## config.mk

```make
export PLATFORM = sky130hd
export DESIGN_NAME = lb_slave_top
export DESIGN_NICKNAME = d
export VERILOG_FILES = /design/src/logic/lb_pkg.sv /design/src/logic/mirror_ram.sv /design/src/logic/config_rom.sv /design/src/logic/led_blink_timer.sv /design/src/logic/status_counters.sv /design/src/logic/lb_write_decode.sv /design/src/logic/lb_read_mux.sv /design/src/logic/lb_slave_top.sv
export SDC_FILE = /design/constraint.sdc
export NUM_CORES = 1
export LEC_CHECK = 0
export ABC_AREA = 1
export BUFFER_PORTS_ARGS = -buffer_cell sky130_fd_sc_hd__buf_2
export CORE_MARGIN = 5
export CORE_UTILIZATION = 60
export CTS_CLUSTER_DIAMETER = 100
export DETAILED_ROUTE_END_ITERATION = 7
export HOLD_SLACK_MARGIN = 0.05
export PLACE_DENSITY = 0.77
export SLEW_MARGIN = 30
export SYNTH_ARGS = -nofsm -noshare
export SYNTH_HDL_FRONTEND = slang
export SYNTH_SLANG_ARGS = --single-unit
```

## constraint.sdc

```tcl
create_clock -name clk -period 1.7 [get_ports clk]
set_input_delay 0.255 -clock clk [delete_from_list [all_inputs] [get_ports clk]]
set_output_delay 0.255 -clock clk [all_outputs]
set_load 0.05 [all_outputs]
```

## src/logic/lb_pkg.sv

```systemverilog
// Local bus slave definitions
`default_nettype none

package lb_pkg;

	// --------------------------------------------------
	// bus transfer
	// --------------------------------------------------
	typedef struct packed {
		logic [23:0] addr;
		logic [31:0] wdata;
		logic        strobe;
		logic        rd;
	} lb_req_t;

	typedef logic [31:0] lb_resp_t;

	// read target, decoded in the first pipeline stage
	typedef enum logic [1:0] {REG_BANK, CFG_ROM, MIRROR, UNMAPPED} lb_region_t;

	// local page write registers, addr[4:0]
	typedef enum logic [4:0] {
		W_LED_USER  = 5'd1,
		W_LED1_DUTY = 5'd2,
		W_LED2_DUTY = 5'd3,
		W_FAULT_CLR = 5'd4,
		W_RX_HBANK  = 5'd5,
		W_MISC_CFG  = 5'd8
	} lb_wreg_t;

	typedef struct packed {
		logic       led_user;
		logic [7:0] led1_duty;
		logic [7:0] led2_duty;
		logic       rx_hbank;
		logic [7:0] misc;
	} lb_cfg_t;

	// --------------------------------------------------
	// address map and widths
	// --------------------------------------------------
	localparam logic [7:0]  LOCAL_PAGE  = 8'h05;
	localparam logic [23:0] ROM_BASE    = 24'h000800;
	localparam int          ROM_AW      = 6;
	localparam int          MIRROR_AW   = 5;
	localparam int          LED_CW      = 10;
	typedef logic [LED_CW-1:0] led_cnt_t;

	localparam logic [31:0] FILLER_WORD = 32'hdeadbeef;
	// identification string, four characters per word
	localparam logic [31:0] ID_WORD0    = "Hell";
	localparam logic [31:0] ID_WORD1    = "o wo";
	localparam logic [31:0] ID_WORD2    = "rld!";
	localparam logic [31:0] ID_WORD3    = "(::)";
	localparam logic [15:0] ROM_MAGIC   = 16'h800a;
	localparam logic [7:0]  MISC_RESET  = 8'h00;

endpackage

`default_nettype wire

```

## src/logic/mirror_ram.sv

```systemverilog
// Write mirror memory
`default_nettype none

module mirror_ram (
	input  logic                        clk,
	input  logic                        we,
	input  logic [lb_pkg::MIRROR_AW-1:0] addr,
	input  logic [31:0]                 wdata,
	output logic [31:0]                 rdata
);

	logic [31:0] mem [2**lb_pkg::MIRROR_AW];

	always_ff @(posedge clk) begin
		if (we)
			mem[addr] <= wdata;
	end

	// registered read, lines up with stage 1
	always_ff @(posedge clk) begin
		rdata <= mem[addr];
	end

endmodule

`default_nettype wire

```

## src/logic/config_rom.sv

```systemverilog
// Configuration descriptor ROM
`default_nettype none

module config_rom (
	input  logic                      clk,
	input  logic [lb_pkg::ROM_AW-1:0] index,
	output logic [15:0]               data
);

	// descriptor words, rest of the table is zero
	always_ff @(posedge clk) begin
		case (index)
			6'd0: data <= lb_pkg::ROM_MAGIC;
			// format version
			6'd1: data <= 16'h0001;
			// bus address width
			6'd2: data <= 16'h0018;
			// bus data width
			6'd3: data <= 16'h0020;
			default: data <= 16'h0000;
		endcase
	end

endmodule

`default_nettype wire

```

## src/logic/led_blink_timer.sv

```systemverilog
// LED blink timer
`default_nettype none

module led_blink_timer (
	input  logic       clk,
	input  logic       arst_n,
	input  logic [7:0] led1_duty,
	input  logic [7:0] led2_duty,
	output logic       led1,
	output logic       led2,
	output logic       tick
);

	lb_pkg::led_cnt_t cnt;

	// one blink period is 2**LED_CW cycles
	always_ff @(posedge clk or negedge arst_n) begin
		if (!arst_n) begin
			cnt  <= '0;
			tick <= 1'b0;
			led1 <= 1'b0;
			led2 <= 1'b0;
		end else begin
			cnt  <= cnt + 1'b1;
			// high on the cycle after the all-ones count
			tick <= &cnt;
			// duty counts in steps of four cycles
			led1 <= cnt < lb_pkg::led_cnt_t'({led1_duty, 2'b00});
			led2 <= cnt < lb_pkg::led_cnt_t'({led2_duty, 2'b00});
		end
	end

endmodule

`default_nettype wire

```

## src/logic/status_counters.sv

```systemverilog
// Fault, uptime and network status
`default_nettype none

module status_counters (
	input  logic        clk,
	input  logic        arst_n,
	input  logic        xdomain_fault,
	input  logic        fault_clr,
	input  logic        tick,
	input  logic        tx_mac_done,
	input  logic [1:0]  rx_mac_buf_status,
	output logic [15:0] fault_count,
	output logic [31:0] uptime,
	output logic [2:0]  mac_status
);

	always_ff @(posedge clk or negedge arst_n) begin
		if (!arst_n) begin
			fault_count <= 16'h0000;
			uptime      <= 32'h0000_0000;
			mac_status  <= 3'b000;
		end else begin
			// clear wins over a fault in the same cycle
			if (fault_clr)
				fault_count <= 16'h0000;
			else if (xdomain_fault)
				fault_count <= fault_count + 1'b1;
			// one count per blink period
			if (tick)
				uptime <= uptime + 1'b1;
			mac_status <= {tx_mac_done, rx_mac_buf_status};
		end
	end

endmodule

`default_nettype wire

```

## src/logic/lb_write_decode.sv

```systemverilog
// Local page write decode
`default_nettype none

module lb_write_decode (
	input  logic            clk,
	input  logic            arst_n,
	input  lb_pkg::lb_req_t req,
	output lb_pkg::lb_cfg_t cfg,
	output logic            mirror_we,
	output logic            fault_clr
);

	logic             local_write;
	lb_pkg::lb_wreg_t wreg;

	assign local_write = req.strobe & ~req.rd & (req.addr[23:16] == lb_pkg::LOCAL_PAGE);
	assign wreg        = lb_pkg::lb_wreg_t'(req.addr[4:0]);

	// every local write is copied to the mirror
	assign mirror_we = local_write;

	// --------------------------------------------------
	// configuration registers
	// --------------------------------------------------
	always_ff @(posedge clk or negedge arst_n) begin
		if (!arst_n) begin
			cfg.led_user  <= 1'b0;
			cfg.led1_duty <= 8'h00;
			cfg.led2_duty <= 8'h00;
			cfg.rx_hbank  <= 1'b1;
			cfg.misc      <= lb_pkg::MISC_RESET;
		end else if (local_write) begin
			case (wreg)
				lb_pkg::W_LED_USER:  cfg.led_user  <= req.wdata[0];
				lb_pkg::W_LED1_DUTY: cfg.led1_duty <= req.wdata[7:0];
				lb_pkg::W_LED2_DUTY: cfg.led2_duty <= req.wdata[7:0];
				lb_pkg::W_RX_HBANK:  cfg.rx_hbank  <= req.wdata[0];
				lb_pkg::W_MISC_CFG:  cfg.misc      <= req.wdata[7:0];
				default: ;
			endcase
		end
	end

	// clear command, data ignored
	always_ff @(posedge clk or negedge arst_n) begin
		if (!arst_n)
			fault_clr <= 1'b0;
		else
			fault_clr <= local_write && (wreg == lb_pkg::W_FAULT_CLR);
	end

	// host sends one clear command at a time
	assert property (@(posedge clk) disable iff (!arst_n) fault_clr |=> !fault_clr)
		else $error("fault clear pulse lasted two cycles");

endmodule

`default_nettype wire

```

## src/logic/lb_read_mux.sv

```systemverilog
// Two-stage read pipeline
`default_nettype none

module lb_read_mux (
	input  logic              clk,
	input  logic              arst_n,
	input  lb_pkg::lb_req_t   req,
	input  logic [15:0]       fault_count,
	input  logic [31:0]       uptime,
	input  logic [2:0]        mac_status,
	input  logic [7:0]        misc_config,
	input  logic [15:0]       rom_data,
	input  logic [31:0]       mirror_data,
	output lb_pkg::lb_resp_t  rdata
);

	logic               do_rd;
	logic               rd_v;
	lb_pkg::lb_region_t region;
	lb_pkg::lb_region_t region_r;
	logic [31:0]        status_r;

	assign do_rd = req.strobe & req.rd;

	// rom window is xxx800..xxxfff of page 0, status bank at 0x00000x
	always_comb begin
		if (req.addr[23:11] == lb_pkg::ROM_BASE[23:11])
			region = lb_pkg::CFG_ROM;
		else if (req.addr[23:16] == 8'h00 && req.addr[15:4] == 12'h000)
			region = lb_pkg::REG_BANK;
		else if (req.addr[23:16] == lb_pkg::LOCAL_PAGE)
			region = lb_pkg::MIRROR;
		else
			region = lb_pkg::UNMAPPED;
	end

	// --------------------------------------------------
	// stage 1
	// --------------------------------------------------
	always_ff @(posedge clk or negedge arst_n) begin
		if (!arst_n) begin
			rd_v     <= 1'b0;
			region_r <= lb_pkg::UNMAPPED;
		end else begin
			rd_v <= do_rd;
			if (do_rd)
				region_r <= region;
		end
	end

	always_ff @(posedge clk) begin
		if (do_rd) begin
			case (req.addr[3:0])
				4'h0: status_r <= lb_pkg::ID_WORD0;
				4'h1: status_r <= lb_pkg::ID_WORD1;
				4'h2: status_r <= lb_pkg::ID_WORD2;
				4'h3: status_r <= lb_pkg::ID_WORD3;
				4'h4: status_r <= 32'(fault_count);
				4'h5: status_r <= uptime;
				4'h6: status_r <= 32'(mac_status);
				4'h7: status_r <= 32'(misc_config);
				default: status_r <= lb_pkg::FILLER_WORD;
			endcase
		end
	end

	// --------------------------------------------------
	// stage 2
	// --------------------------------------------------
	always_ff @(posedge clk or negedge arst_n) begin
		if (!arst_n) begin
			rdata <= '0;
		end else if (rd_v) begin
			case (region_r)
				lb_pkg::REG_BANK: rdata <= status_r;
				lb_pkg::CFG_ROM:  rdata <= {16'h0000, rom_data};
				lb_pkg::MIRROR:   rdata <= mirror_data;
				default:          rdata <= lb_pkg::FILLER_WORD;
			endcase
		end
	end

	// region decode needs a known address on every read strobe
	assert property (@(posedge clk) disable iff (!arst_n) do_rd |-> !$isunknown(req.addr))
		else $error("read strobe with an unknown address");

endmodule

`default_nettype wire

```

## src/logic/lb_slave_top.sv

```systemverilog
// Local bus register slave
`default_nettype none

module lb_slave_top (
	input  logic             clk,
	input  logic             arst_n,
	input  lb_pkg::lb_req_t  req,
	input  logic             xdomain_fault,
	input  logic             tx_mac_done,
	input  logic [1:0]       rx_mac_buf_status,
	output lb_pkg::lb_resp_t rdata,
	output logic             led_user_mode,
	output logic             led1,
	output logic             led2,
	output logic             rx_mac_hbank,
	output logic [7:0]       misc_config
);

	lb_pkg::lb_cfg_t cfg;
	logic            mirror_we;
	logic            fault_clr;
	logic            tick;
	logic [31:0]     mirror_data;
	logic [15:0]     rom_data;
	logic [15:0]     fault_count;
	logic [31:0]     uptime;
	logic [2:0]      mac_status;

	// --------------------------------------------------
	// bus side
	// --------------------------------------------------
	lb_write_decode u_wr (.clk(clk), .arst_n(arst_n), .req(req), .cfg(cfg),
		.mirror_we(mirror_we), .fault_clr(fault_clr));

	mirror_ram u_mirror (.clk(clk), .we(mirror_we), .addr(req.addr[lb_pkg::MIRROR_AW-1:0]),
		.wdata(req.wdata), .rdata(mirror_data));

	config_rom u_rom (.clk(clk), .index(req.addr[lb_pkg::ROM_AW-1:0]), .data(rom_data));

	lb_read_mux u_rd (.clk(clk), .arst_n(arst_n), .req(req), .fault_count(fault_count),
		.uptime(uptime), .mac_status(mac_status), .misc_config(cfg.misc),
		.rom_data(rom_data), .mirror_data(mirror_data), .rdata(rdata));

	// --------------------------------------------------
	// LEDs and status
	// --------------------------------------------------
	led_blink_timer u_led (.clk(clk), .arst_n(arst_n), .led1_duty(cfg.led1_duty),
		.led2_duty(cfg.led2_duty), .led1(led1), .led2(led2), .tick(tick));

	status_counters u_stat (.clk(clk), .arst_n(arst_n), .xdomain_fault(xdomain_fault),
		.fault_clr(fault_clr), .tick(tick), .tx_mac_done(tx_mac_done),
		.rx_mac_buf_status(rx_mac_buf_status), .fault_count(fault_count),
		.uptime(uptime), .mac_status(mac_status));

	assign led_user_mode = cfg.led_user;
	assign rx_mac_hbank  = cfg.rx_hbank;
	assign misc_config   = cfg.misc;

endmodule

`default_nettype wire

```

; Word level (Yosys, flattened, before mapping)
; Memories as Yosys holds them, arrays and structs flattened. A register that Yosys moved wholly into a read port is not among the register bits.
; Index checks and enable logic that the tools add are counted.
[word_totals]
output_inout_bits = 44
elab_cells = 72
in_bits = 64
reg_bits = 174
ramBits = 1024
n_memories = 1
[memory_table]
columns = memory, words, word_bits, read_ports, rd_ports_with_merged_regs, wr, line
row1 = u_mirror.mem, 32, 32, 1, 1, 1, mirror_ram.sv:12  ; logic [31:0] mem [2**lb_pkg::MIRROR_AW];
[op_classes]
reduce_logical = 14
eq_ne = 20
bitwise = 4
add_sub_neg = 3
n_mux = 10
n_lt_le_gt_ge = 2
[op_table]
columns = cell, count
row1 = $pmux 32 s8, 1
row2 = $pmux 32 s3, 1
row3 = $pmux 16 s4, 1
row4 = $add 32x1->32 const B, 1
row5 = $mux 16, 2
row6 = $lt 10x10->1, 2
row7 = $add 16x1->16 const B, 1
row8 = $eq 4x3->1 const B, 4
row9 = $eq 13x1->1 const B, 1
row10 = $eq 6x2->1 const B, 2
row11 = $logic_not 12->1, 1
row12 = $add 10x1->10 const B, 1
row13 = $eq 5x2->1 const B, 2
row14 = $eq 5x3->1 const B, 2
row15 = $reduce_and 10->1, 1
row16 = $reduce_and 2->1, 5
row17 = $eq 4x2->1 const B, 2
row18 = $eq 8x3->1 const B, 1
row19 = $logic_not 8->1, 1
row20 = $eq 6x1->1 const B, 1
row21 = $logic_not 6->1, 1
row22 = $eq 5x1->1 const B, 1
row23 = $eq 5x4->1 const B, 1
row24 = $eq 4x1->1 const B, 1
row25 = other kinds (10), 16

; Longest topological paths before layout
; Gate-level depths: netlist of run 1.
[logic_depth]
ltp_word = 5
depth_mapped = 12
ltp_nobuf = 10

; Hierarchy
; Synthesis of run 1 repeated with hierarchy kept, for this count alone.
[hier_totals]
hier_cells = 5124
hier_area_um2 = 51355.5
[by_module_without_submodules]
columns = module, n_inst, area_each_um2, cells_each, seq_area_each_um2
row1 = mirror_ram, 1, 42916.2, 4091, 31390.1
row2 = lb_read_mux, 1, 3364.5, 403, 1839.3
row3 = status_counters, 1, 2690.1, 350, 1276.2
row4 = lb_write_decode, 1, 1243.7, 141, 676.9
row5 = led_blink_timer, 1, 890.9, 107, 325.3
row6 = config_rom, 1, 250.2, 32, 100.1

; Least setup slack after synthesis of run 1
; No wires, ideal clock.
[synth_path]
path_kind = in2reg
startpoint = input port req[35] (netlist name)
endpoint = memory u_mirror.mem[6][0], enable pin
stages = 6
setup_ps = 461
required_ps = 1239
n_path_buf = 2
arrival_time_ps = 3262
path_slack_ps = -2023
path_cell_list = buf_4 inv_4 nor2_4 buf_2 nand4_1 nor3_1
[synth_lines]
columns = element, line
row1 = from (decl), lb_slave_top.sv:7  ; input lb_pkg::lb_req_t req,
row2 = to (decl), mirror_ram.sv:12
; Straight into the memory's write port.

; Final worst setup path of run 1
[layout_path]
startpoint = register, netlist name u_wr.cfg[8]
endpoint = output port rx_mac_hbank
[layout_lines]
columns = element, line
row1 = to (decl), lb_slave_top.sv:15  ; output logic rx_mac_hbank,
; No word-level cell between the ends.

==> out/results.txt, run 1 <==
The post-layout worst setup margin was 28.19 ps; the proportion of netlist area held by the largest area contributor was 62.85%. The clock reaches the later pin of the worst-skew pair after 720 ps. Derived from the worst setup path, the maximum achievable clock frequency is 598.2 MHz.

The library cell used as clock root buffer was sky130_fd_sc_hd__clkbuf_16. For this block, the via count after detailed routing is 36830. Critical path buffer and inverter count: 1. The first detailed-routing pass ran for 6 iterations. The overall global routing resource usage came out at 31.42%.

The tools report the capturing element type of the critical path as a primary output. The number of antenna violations at the first check in global routing came out at 8. Sorting the synthesized cells by how often they occur yields 2393 x sky130_fd_sc_hd__nand2_1, 1056 x sky130_fd_sc_hd__edfxtp_1, 356 x sky130_fd_sc_hd__nor2_1. The count of nets left with antenna violations once routing finished came out at 0. Setup repair after global routing left no endpoint under its margin.

The fraction of registers with async set/reset is 10.34%, and the maximum number of pins on one net before global-route repair is 71. Number of nets in the layout: 5203. The final max-slew violation count came out at 0. sky130_fd_sc_hd__edfxtp_1 takes more of the synthesized area than any other cell. The tools report the sequential share of the synthesized area as 70.57%. After routing the design area is 59470 um^2.

Clock-pin slew was measured on the worst setup and hold paths at 60 ps. Along the worst path, the maximum fanout reaches 2. The type of the worst setup path was reg -> out. The logs give 1219 for the total clock sinks and 142800 um for the routed wire length. The number of global-route vias before repair came out at 36080. In the post-synthesis netlist, the biggest area contributors are sky130_fd_sc_hd__edfxtp_1 63%, sky130_fd_sc_hd__nand2_1 18%, sky130_fd_sc_hd__dfrtp_1 6.1%, sky130_fd_sc_hd__nor2_1 2.6%, sky130_fd_sc_hd__nand3_1 2.3%. Power spread over the standard cell area amounts to 1113 nW/um^2.

When the netlist entered floorplanning its net count stood at 4879. The floorplan step set the die width to 300.0 um. The count of different cell masters after synthesis is 42, and the leakage dissipation is 24.03 nW.

The flow ran to the end, and the final reports show no timing, DRC or antenna violations. Timing analysis after detailed placement gives a worst setup slack of -452.8 ps. In this run the deepest clock path goes through 3 buffers. Global routing finished with a remaining overflow of 0.

The placed instance count is 6050. The largest single stage delay on the critical path is 540 ps. The max-cap violation count was 0.

At the worst endpoint, the arrival time is 1420 ps. The fraction of layout cells with a size suffix above 1 is 13.05%, and the share of the cycle needed by the critical path after routing is 98.34%. Averaged over all synthesized cells, the footprint is 10.52 um^2. Setup violations remaining at the end of the flow were counted as 0. The logs give 60.39% for the effective utilization at floorplan and 108 for the top-level port count.

In the synthesized netlist the dominant register cell turns out to be sky130_fd_sc_hd__edfxtp_1. In this run the cell area measured after placement is 54880 um^2. The congestion estimate from routability-driven global placement came to 0.9261.

The slowest stage of the critical path belongs to the cell sky130_fd_sc_hd__dfstp_2. From synthesis to final layout, the design area changed by 17.87%. The first-pass GRT wire length was 214800 um; the post-route minimum period was 1672 ps. In this run, synthesis inferred 1056 flip-flops with an integrated enable. The number of remaining DRC errors is 0, and the mean routed wirelength per cell is 22.63 um. The kind of start point of the critical path is a flop.

The peak supply drop is 1.056 mV, and the number of buffers added on ports is 107. The cell area that synthesis handed to floorplanning was 50460 um^2. After technology mapping, the gate count stands at 4798. For the cell row count, the log shows 106. The maximum level of the CTS H-tree came out at 3. The critical path goes through buf_6. The floorplan die area is 89990 um^2, and the number of warnings issued by yosys is 0.

For the worst setup path, the data required time is 1440 ps. The first routing iteration left 4676 violations. Hold is met by 83.69 ps. The filler-free cell count of the finished design was 6309; the final count of hold timing violations was 0.

The maximum clock skew at final layout came out at 41.48 ps. Critical path's top delay family: flip-flops. After layout, the design draws a total of 66.19 mW. The worst setup slack for register-to-register paths was 100 ps.

TritonCTS built the clock tree. Detailed placement finished with a half-perimeter wire length of 86570 um. Measured against its own limit, the worst slew margin works out to 51.06%.

The via count normalized by instance count was 5.838; the area inside the core boundary was 83560 um^2. The tightest min-delay check is of the in -> reg type. For the pin with the worst max-slew slack, the measured transition is 734.1 ps. Synthesis inferred 1219 register bits.

Buffers inserted during clock tree synthesis total 117. Yosys instantiated no cell more often than sky130_fd_sc_hd__nand2_1. In this run the vertical extent of the chip is 300.0 um.
repair_timing:
action                                 CTS  global route
setup endpoints to repair               16             5
setup buffers                            0             0
pin swaps                                0             1
gates resized for setup                  8             4
endpoints found under the hold margin  440             0
hold buffers                            33             0
registers in the layout, indices dropped and copies added, names as in the netlist:
signal / cells
u_mirror.mem: 1024
u_mirror.rdata: 32
u_rd.rdata: 32
u_rd.status_r: 32
u_stat.uptime: 32
u_wr.cfg: 26
u_stat.fault_count: 16
u_led.cnt: 10
u_rom.data: 5
u_stat.mac_status: 3
u_rd.region_r: 2
u_led.led1: 1
u_led.led2: 1
u_led.tick: 1
u_rd.rd_v: 1
u_wr.fault_clr: 1
worst paths after layout:
| check | startpoint | end | cells past startpoint |
|---|---|---|---|
| worst max-delay path | u_wr.cfg[8] | rx_mac_hbank | 1 |
| min in group asynchronous | arst_n | u_stat.uptime[9] | 3 |
| worst max register to register | u_stat.uptime[4] | u_stat.uptime[30] | 9 |
| worst min-delay path | req[21] | u_mirror.mem[25][19] | 1 |
| worst min register to register | u_led.cnt[0] | u_led.cnt[0] | 1 |
| max in group asynchronous | arst_n | u_stat.uptime[6] | 3 |
routing by layer:
metal  part of all wire, %  routed length [um]  GRT usage [%]
met5                 0.040                  57              0
met4                   4.3                6159          12.54
met3                    12               16950          7.647
met2                    47               67430          50.92
met1                    37               52160          41.53
cell families (layout without fill, tap and decap cells):
kind of cell    Yosys count  count (layout)  share of synthesized area, %
compound gates          160             160                         1.818
xor+xnor                 28              28                        0.4860
fa+ha+maj                17              17                        0.4216
buf+inv                 330             757                         3.107
flops                  1219            1219                         70.57
other cells               0               4                             0
simple gates           3044            3044                         23.60
cell type report:
class                   count  area [um^2]
clock inverters            73         1011
flip-flops and latches   1219        35610
fillers                  5471        24080
clock buffers             149         3209
repair buffers            434         4324
inverters                 101        399.1
multi-input cells        3249        13560
diodes                      4        10.01
well taps                1080         1351
metrics by stage:
step           setup TNS, ps  util [%]
2_1_floorplan        -692780         -
6_report                   0     71.18
4_1_cts                    0     71.16
3_5_place_dp         -322710     65.68
5_1_grt                    0     71.18
3_3_place_gp         -309160     65.68
placed cells by master, fill, tap and decap left out, types with 7 or more instances in the layout:
| cell | synthesis | layout |
|---|---|---|
| sky130_fd_sc_hd__nand2_1 | 2393 | 2391 |
| sky130_fd_sc_hd__clkinvlp_4 | 0 | 7 |
| sky130_fd_sc_hd__clkinv_2 | 0 | 20 |
| sky130_fd_sc_hd__clkbuf_16 | 0 | 118 |
| sky130_fd_sc_hd__nor2_1 | 356 | 323 |
| sky130_fd_sc_hd__o21ai_0 | 24 | 24 |
| sky130_fd_sc_hd__nand2_2 | 6 | 8 |
| sky130_fd_sc_hd__a21oi_1 | 81 | 81 |
| sky130_fd_sc_hd__inv_1 | 93 | 92 |
| sky130_fd_sc_hd__buf_4 | 33 | 205 |
| sky130_fd_sc_hd__clkinv_1 | 0 | 15 |
| sky130_fd_sc_hd__a31oi_1 | 7 | 7 |
| sky130_fd_sc_hd__dlygate4sd3_1 | 0 | 32 |
| sky130_fd_sc_hd__nor3_1 | 15 | 11 |
| sky130_fd_sc_hd__buf_2 | 142 | 97 |
| sky130_fd_sc_hd__nand4_1 | 12 | 12 |
| sky130_fd_sc_hd__nand3_1 | 236 | 236 |
| sky130_fd_sc_hd__o211ai_1 | 7 | 7 |
| sky130_fd_sc_hd__edfxtp_1 | 1056 | 1056 |
| sky130_fd_sc_hd__bufinv_16 | 0 | 21 |
| sky130_fd_sc_hd__buf_12 | 0 | 97 |
| sky130_fd_sc_hd__o21ai_1 | 16 | 16 |
| sky130_fd_sc_hd__o21ai_2 | 16 | 16 |
| sky130_fd_sc_hd__nor2_4 | 5 | 36 |
| sky130_fd_sc_hd__xor2_1 | 26 | 26 |
| sky130_fd_sc_hd__clkbuf_1 | 39 | 17 |
| sky130_fd_sc_hd__ha_1 | 17 | 17 |
| sky130_fd_sc_hd__dfxtp_1 | 37 | 37 |
| sky130_fd_sc_hd__dfrtp_1 | 123 | 123 |
| sky130_fd_sc_hd__clkbuf_8 | 0 | 14 |
where the power goes:
| part | internal (mW) | total (mW) | switching, mW |
|---|---|---|---|
| sequential | 32.9 | 33.2 | 0.348 |
| clock | 16.6 | 28.2 | 11.5 |
| combinational | 1.33 | 4.80 | 3.47 |
| total | 50.8 | 66.2 | 15.4 |
No activity file was read; power rests on OpenSTA's default activity.
==> run 2: changes to the inputs <==
--- a/config.mk
+++ b/config.mk
@@ -13,7 +13,9 @@
 export DETAILED_ROUTE_END_ITERATION = 7
 export HOLD_SLACK_MARGIN = 0.05
 export PLACE_DENSITY = 0.77
+export SETUP_SLACK_MARGIN = 0.1
 export SLEW_MARGIN = 30
 export SYNTH_ARGS = -nofsm -noshare
 export SYNTH_HDL_FRONTEND = slang
+export SYNTH_HIERARCHICAL = 1
 export SYNTH_SLANG_ARGS = --single-unit
==> run 2 against run 1 <==
Non-clock buffer count decreased by 35. Via count increased by 1.3%. Synthesized cell count increased by 6.8%. Total power decreased by 3.6%. Sequential share of layout area decreased by 1.1 points. Die area increased by 1.7%. Critical path depth unchanged. Clock power decreased by 11%. Combinational power increased by 8.5%. Register-to-register slack improved by 80 ps. Clock skew decreased by 2.3 ps. Largest power group unchanged. Highest routed layer unchanged.
==> out/results.txt, run 2 <==
The tools report the source of the worst hold timing path as req[53] (was req[21]). The final estimated routing congestion in global placement was 0.9233 (was 0.9261); the area inside the core boundary was 85010 um^2 (was 83560 um^2). The fraction of layout cells with a size suffix above 1 is 11.30% (was 13.05%).

Leading post-synthesis cells by instance count: 3070 x sky130_fd_sc_hd__nand2_1, 1056 x sky130_fd_sc_hd__edfxtp_1, 204 x sky130_fd_sc_hd__nor2_1 (was 2393 x sky130_fd_sc_hd__nand2_1, 1056 x sky130_fd_sc_hd__edfxtp_1, 356 x sky130_fd_sc_hd__nor2_1). The die span in y was 302.6 um (was 300.0 um). The cell count after synthesis was 5124 (was 4798); the fraction of registers with async set/reset was 10.34% (unchanged). For the remaining antenna violation count after routing, the log shows 0 (unchanged). The highest cell delay on the worst timing path is 550 ps (was 540 ps), and the number of buffers added on ports is 107 (unchanged). The worst setup slack for register-to-register paths came out at 180 ps (was 100 ps). The endpoint of the worst hold-timing path is u_rd/region_r[0] (was u_mirror.mem[25][19]). The type of the most critical hold path is in -> reg (unchanged). Type of the worst setup path: reg -> out (unchanged). Most common library cell in the layout ignoring fill and taps: sky130_fd_sc_hd__nand2_1 (unchanged). The relative contribution of the clock network to total power was 39.6% (was 42.6%); the width of the die was 302.6 um (was 300.0 um).

The logs give 108 (unchanged) for the top-level port count and 0 (unchanged) for the final max-slew violation count. The tools report the maximum number of pins on one net before global-route repair as 66 (was 71). The signed area change from the synthesized netlist to the final layout works out to 18.03% (was 17.87%). The logs give 116 (was 117) for the total CTS buffers and 5724 (was 5471) for the count of fill cells added during filler insertion. The library cell used as clock root buffer was sky130_fd_sc_hd__clkbuf_16 (unchanged).

The terminus of the critical flop-to-flop path is u_stat/uptime[22] (was u_stat.uptime[30]). The run gives 1390 ps (was 1420 ps) as the worst endpoint data arrival time. The critical path buffer and inverter count was 1 (unchanged); the worst-path maximum fanout was 2 (unchanged).

The relative contribution of sequential cells to total power was 52.3% (was 50.2%); the final count of hold timing violations was 0 (unchanged). The power per cell area came out at 1052 nW/um^2 (was 1113 nW/um^2). The number of enable-type register cells in the synthesized netlist was 1056 (unchanged). The switching share of total power was 23.58% (was 23.21%). Beginning of the worst register-to-register path: u_stat/uptime[1] (was u_stat.uptime[4]). The tools report the total clock sinks as 1219 (unchanged). The share of the cycle needed by the critical path after routing is 96.61% (was 98.34%), and the flip-flop count of the largest register after layout is 1024 (unchanged). The slew at the pin with the worst max-slew slack is 797.8 ps (was 734.1 ps), and the depth of the worst register-to-register path is 9 (unchanged).

The master of the slowest instance on the critical path is sky130_fd_sc_hd__dfstp_2 (unchanged). The proportion of netlist area held by the largest area contributor works out to 61.75% (was 62.85%). The critical path's top delay family was flip-flops (unchanged).

The finished layout cell area is 60620 um^2 (was 59470 um^2). Leading post-synthesis cells by cell area: sky130_fd_sc_hd__edfxtp_1 62%, sky130_fd_sc_hd__nand2_1 22%, sky130_fd_sc_hd__dfrtp_1 6.0%, sky130_fd_sc_hd__nor2_1 1.5%, sky130_fd_sc_hd__dfxtp_1 1.4% (was sky130_fd_sc_hd__edfxtp_1 63%, sky130_fd_sc_hd__nand2_1 18%, sky130_fd_sc_hd__dfrtp_1 6.1%, sky130_fd_sc_hd__nor2_1 2.6%, sky130_fd_sc_hd__nand3_1 2.3%). The peak supply drop is 1.157 mV (was 1.056 mV), and the number of antenna violations at the first check in global routing is 3 (was 8). The number of DRC markers after the initial detailed-route iteration came out at 4648 (was 4676). The mean routed wirelength per cell was 21.82 um (was 22.63 um). The number of global-route vias before repair was 36460 (was 36080); the post-route minimum period was 1642 ps (was 1672 ps). Highest-count cells in the layout ignoring fill and taps: 3069 x sky130_fd_sc_hd__nand2_1, 1056 x sky130_fd_sc_hd__edfxtp_1, 168 x sky130_fd_sc_hd__nor2_1, 134 x sky130_fd_sc_hd__buf_4, 131 x sky130_fd_sc_hd__buf_12 (was 2391 x sky130_fd_sc_hd__nand2_1, 1056 x sky130_fd_sc_hd__edfxtp_1, 323 x sky130_fd_sc_hd__nor2_1, 236 x sky130_fd_sc_hd__nand3_1, 205 x sky130_fd_sc_hd__buf_4).

The tools report the kind of start point of the critical path as a flop (unchanged). The run gives 0 (unchanged) as the max-cap violation count. Average footprint of a synthesized cell: 10.02 um^2 (was 10.52 um^2). For the internal power consumption, the log shows 48.74 mW (was 50.83 mW).

The effective utilization at floorplan is 60.41% (was 60.39%), and the data required time at the worst endpoint is 1440 ps (about the same). Ordered list of cells on the worst path: buf_8 (was buf_6). The cell row count came out at 107 (was 106). The capturing element type of the critical path was a primary output (unchanged).

The clock insertion delay at the later pin of the skew report is 710 ps (was 720 ps), and the sequential share of the synthesized area is 69.34% (was 70.57%). For the maximum level of the CTS H-tree, the log shows 3 (unchanged). The number of cells traversed by the worst hold path is 6 (was 1). The run gives 6 (was 0) as the number of warnings issued by yosys. The dominant synthesized flop cell is sky130_fd_sc_hd__edfxtp_1 (unchanged).

The number of remaining DRC errors is 0 (unchanged). The most frequently used cell type in the post-synthesis netlist was sky130_fd_sc_hd__nand2_1 (unchanged). The run gives 56200 um^2 (was 54880 um^2) as the placed instance area. The post-synthesis cell area is 51360 um^2 (was 50460 um^2), and the HPWL reported at the end of detailed placement is 92790 um (was 86570 um). The post-layout worst setup margin was 57.59 ps (was 28.19 ps); the max-slew headroom at the worst pin was 46.75% (was 51.06%). The run gives 91540 um^2 (was 89990 um^2) as the floorplan die area. Setup repair after global routing could not meet its margin everywhere. The run finished with clean final reports. The logs give 0 (unchanged) for the count of final setup violators and 0 ps (unchanged) for the aggregate negative setup slack. The reported net switching power was 15.04 mW (was 15.36 mW); the maximum clock skew at final layout was 39.21 ps (was 41.48 ps). The run gives 63.79 mW (was 66.19 mW) as the overall power consumption. The tools report the worst-case clock buffer depth as 3 (unchanged). Library cell occupying the most area in the post-synthesis netlist: sky130_fd_sc_hd__edfxtp_1 (unchanged). The logs give 8.2% (was 7.3%) for the combinational group share of total power and 25.69 nW (was 24.03 nW) for the leakage dissipation. The via count normalized by instance count is 5.599 (was 5.838). The flip-flop and latch count after synthesis was 1219 (unchanged). The leftover overflow at the end of global routing is 0 (unchanged). TritonCTS built the clock tree. Number of search-and-repair iterations in the first detailed-routing pass: 8 (was 6).

The top register by number of flip-flops was u_mirror/mem (was u_mirror.mem). The first-pass GRT wire length came out at 217500 um (was 214800 um). The tools report the number of nets in the layout as 5504 (was 5203).

The maximum achievable frequency is 608.9 MHz (was 598.2 MHz). The tools report the routed wire length as 145500 um (was 142800 um). For the routed via count, the log shows 37330 (was 36830). The overall global routing resource usage came out at 31.72% (was 31.42%). The utilization of the core after routing is 71.30% (was 71.18%), and the register clock-pin slew on the reported worst setup and hold paths is 60 ps (about the same).

The worst-case setup slack after placement is -327.0 ps (was -452.8 ps). The count of different cell masters after synthesis came out at 42 (unchanged).
==> run 2: routing by layer <==
| layer | wire length [um] | GRT usage (%) |
|---|---|---|
| met5 | 13 | 0 |
| met4 | 9102 | 16.52 |
| met3 | 14290 | 5.803 |
| met2 | 68550 | 50.64 |
| met1 | 53500 | 42.21 |
==> run 2: kinds of logic after synthesis <==
kind of cell	synth area share (%)
buf+inv	2.890
xor+xnor	0.4434
other cells	0.007302
compound gates	0.8820
fa+ha+maj	0.4142
flops	69.34
simple gates	26.03
==> run 2: timing repair <==
action | in CTS | in global routing
buffers inserted | 0 | 1
endpoints found under the setup margin | 45 | 25
endpoints found under the hold margin | 734 | 0
cloned | 0 | 0
hold buffers | 48 | 0
resized for setup | 49 | 18
pin swaps | 0 | 1
==> run 2: layout make-up <==
cell class,instances,area (um^2),area share [%]
sequential,1219,35610,58.75
multi-input combinational,3571,14710,24.26
timing repair buffer,399,4677,7.716
clock buffer,164,3236,5.338
tap,1144,1431,2.361
clock inverter,52,488.0,0.8050
inverter,116,462.9,0.7637
antenna,1,2.502,0.004128
==> run 2: through the flow <==
stage | cells | hold slack, ps
global placement | 6400 | 221.6
global route | 6665 | 96.06
floorplan | 5133 | -40.59
detailed placement | 6400 | 217.0
CTS | 6664 | 53.40
finish | 6666 | 65.89
==> run 2: worst max-delay path by stage <==
stage	start	to	cells after the start
floorplan	req[1]	u_mirror/mem[11][0]	7
global placement	req[36]	u_mirror/mem[23][25]	6
detailed placement	req[36]	u_mirror/mem[23][25]	6
CTS	u_wr/cfg[8]	rx_mac_hbank	1
global route	u_wr/cfg[8]	rx_mac_hbank	1
finish	u_wr/cfg[8]	rx_mac_hbank	1
==> run 2: worst reg2reg max path, delay by kind of cell (launching register included) <==
kind	cells	cell delay (ps)
flops	1	430
buf+inv	1	50
simple gates	7	780
fa+ha+maj	1	220
==> run 2: power by group through the flow <==
| stage | clock network [mW] | logic [mW] | registers, mW |
|---|---|---|---|
| after detailed placement | 0 | 4.88 | 33.9 |
| after floorplan | 0 | 2.08 | 34.2 |
| after CTS | 25.4 | 5.11 | 33.3 |
| after global routing | 26.7 | 5.57 | 33.3 |
| final | 25.2 | 5.21 | 33.3 |
| after global placement | 0 | 4.79 | 33.9 |
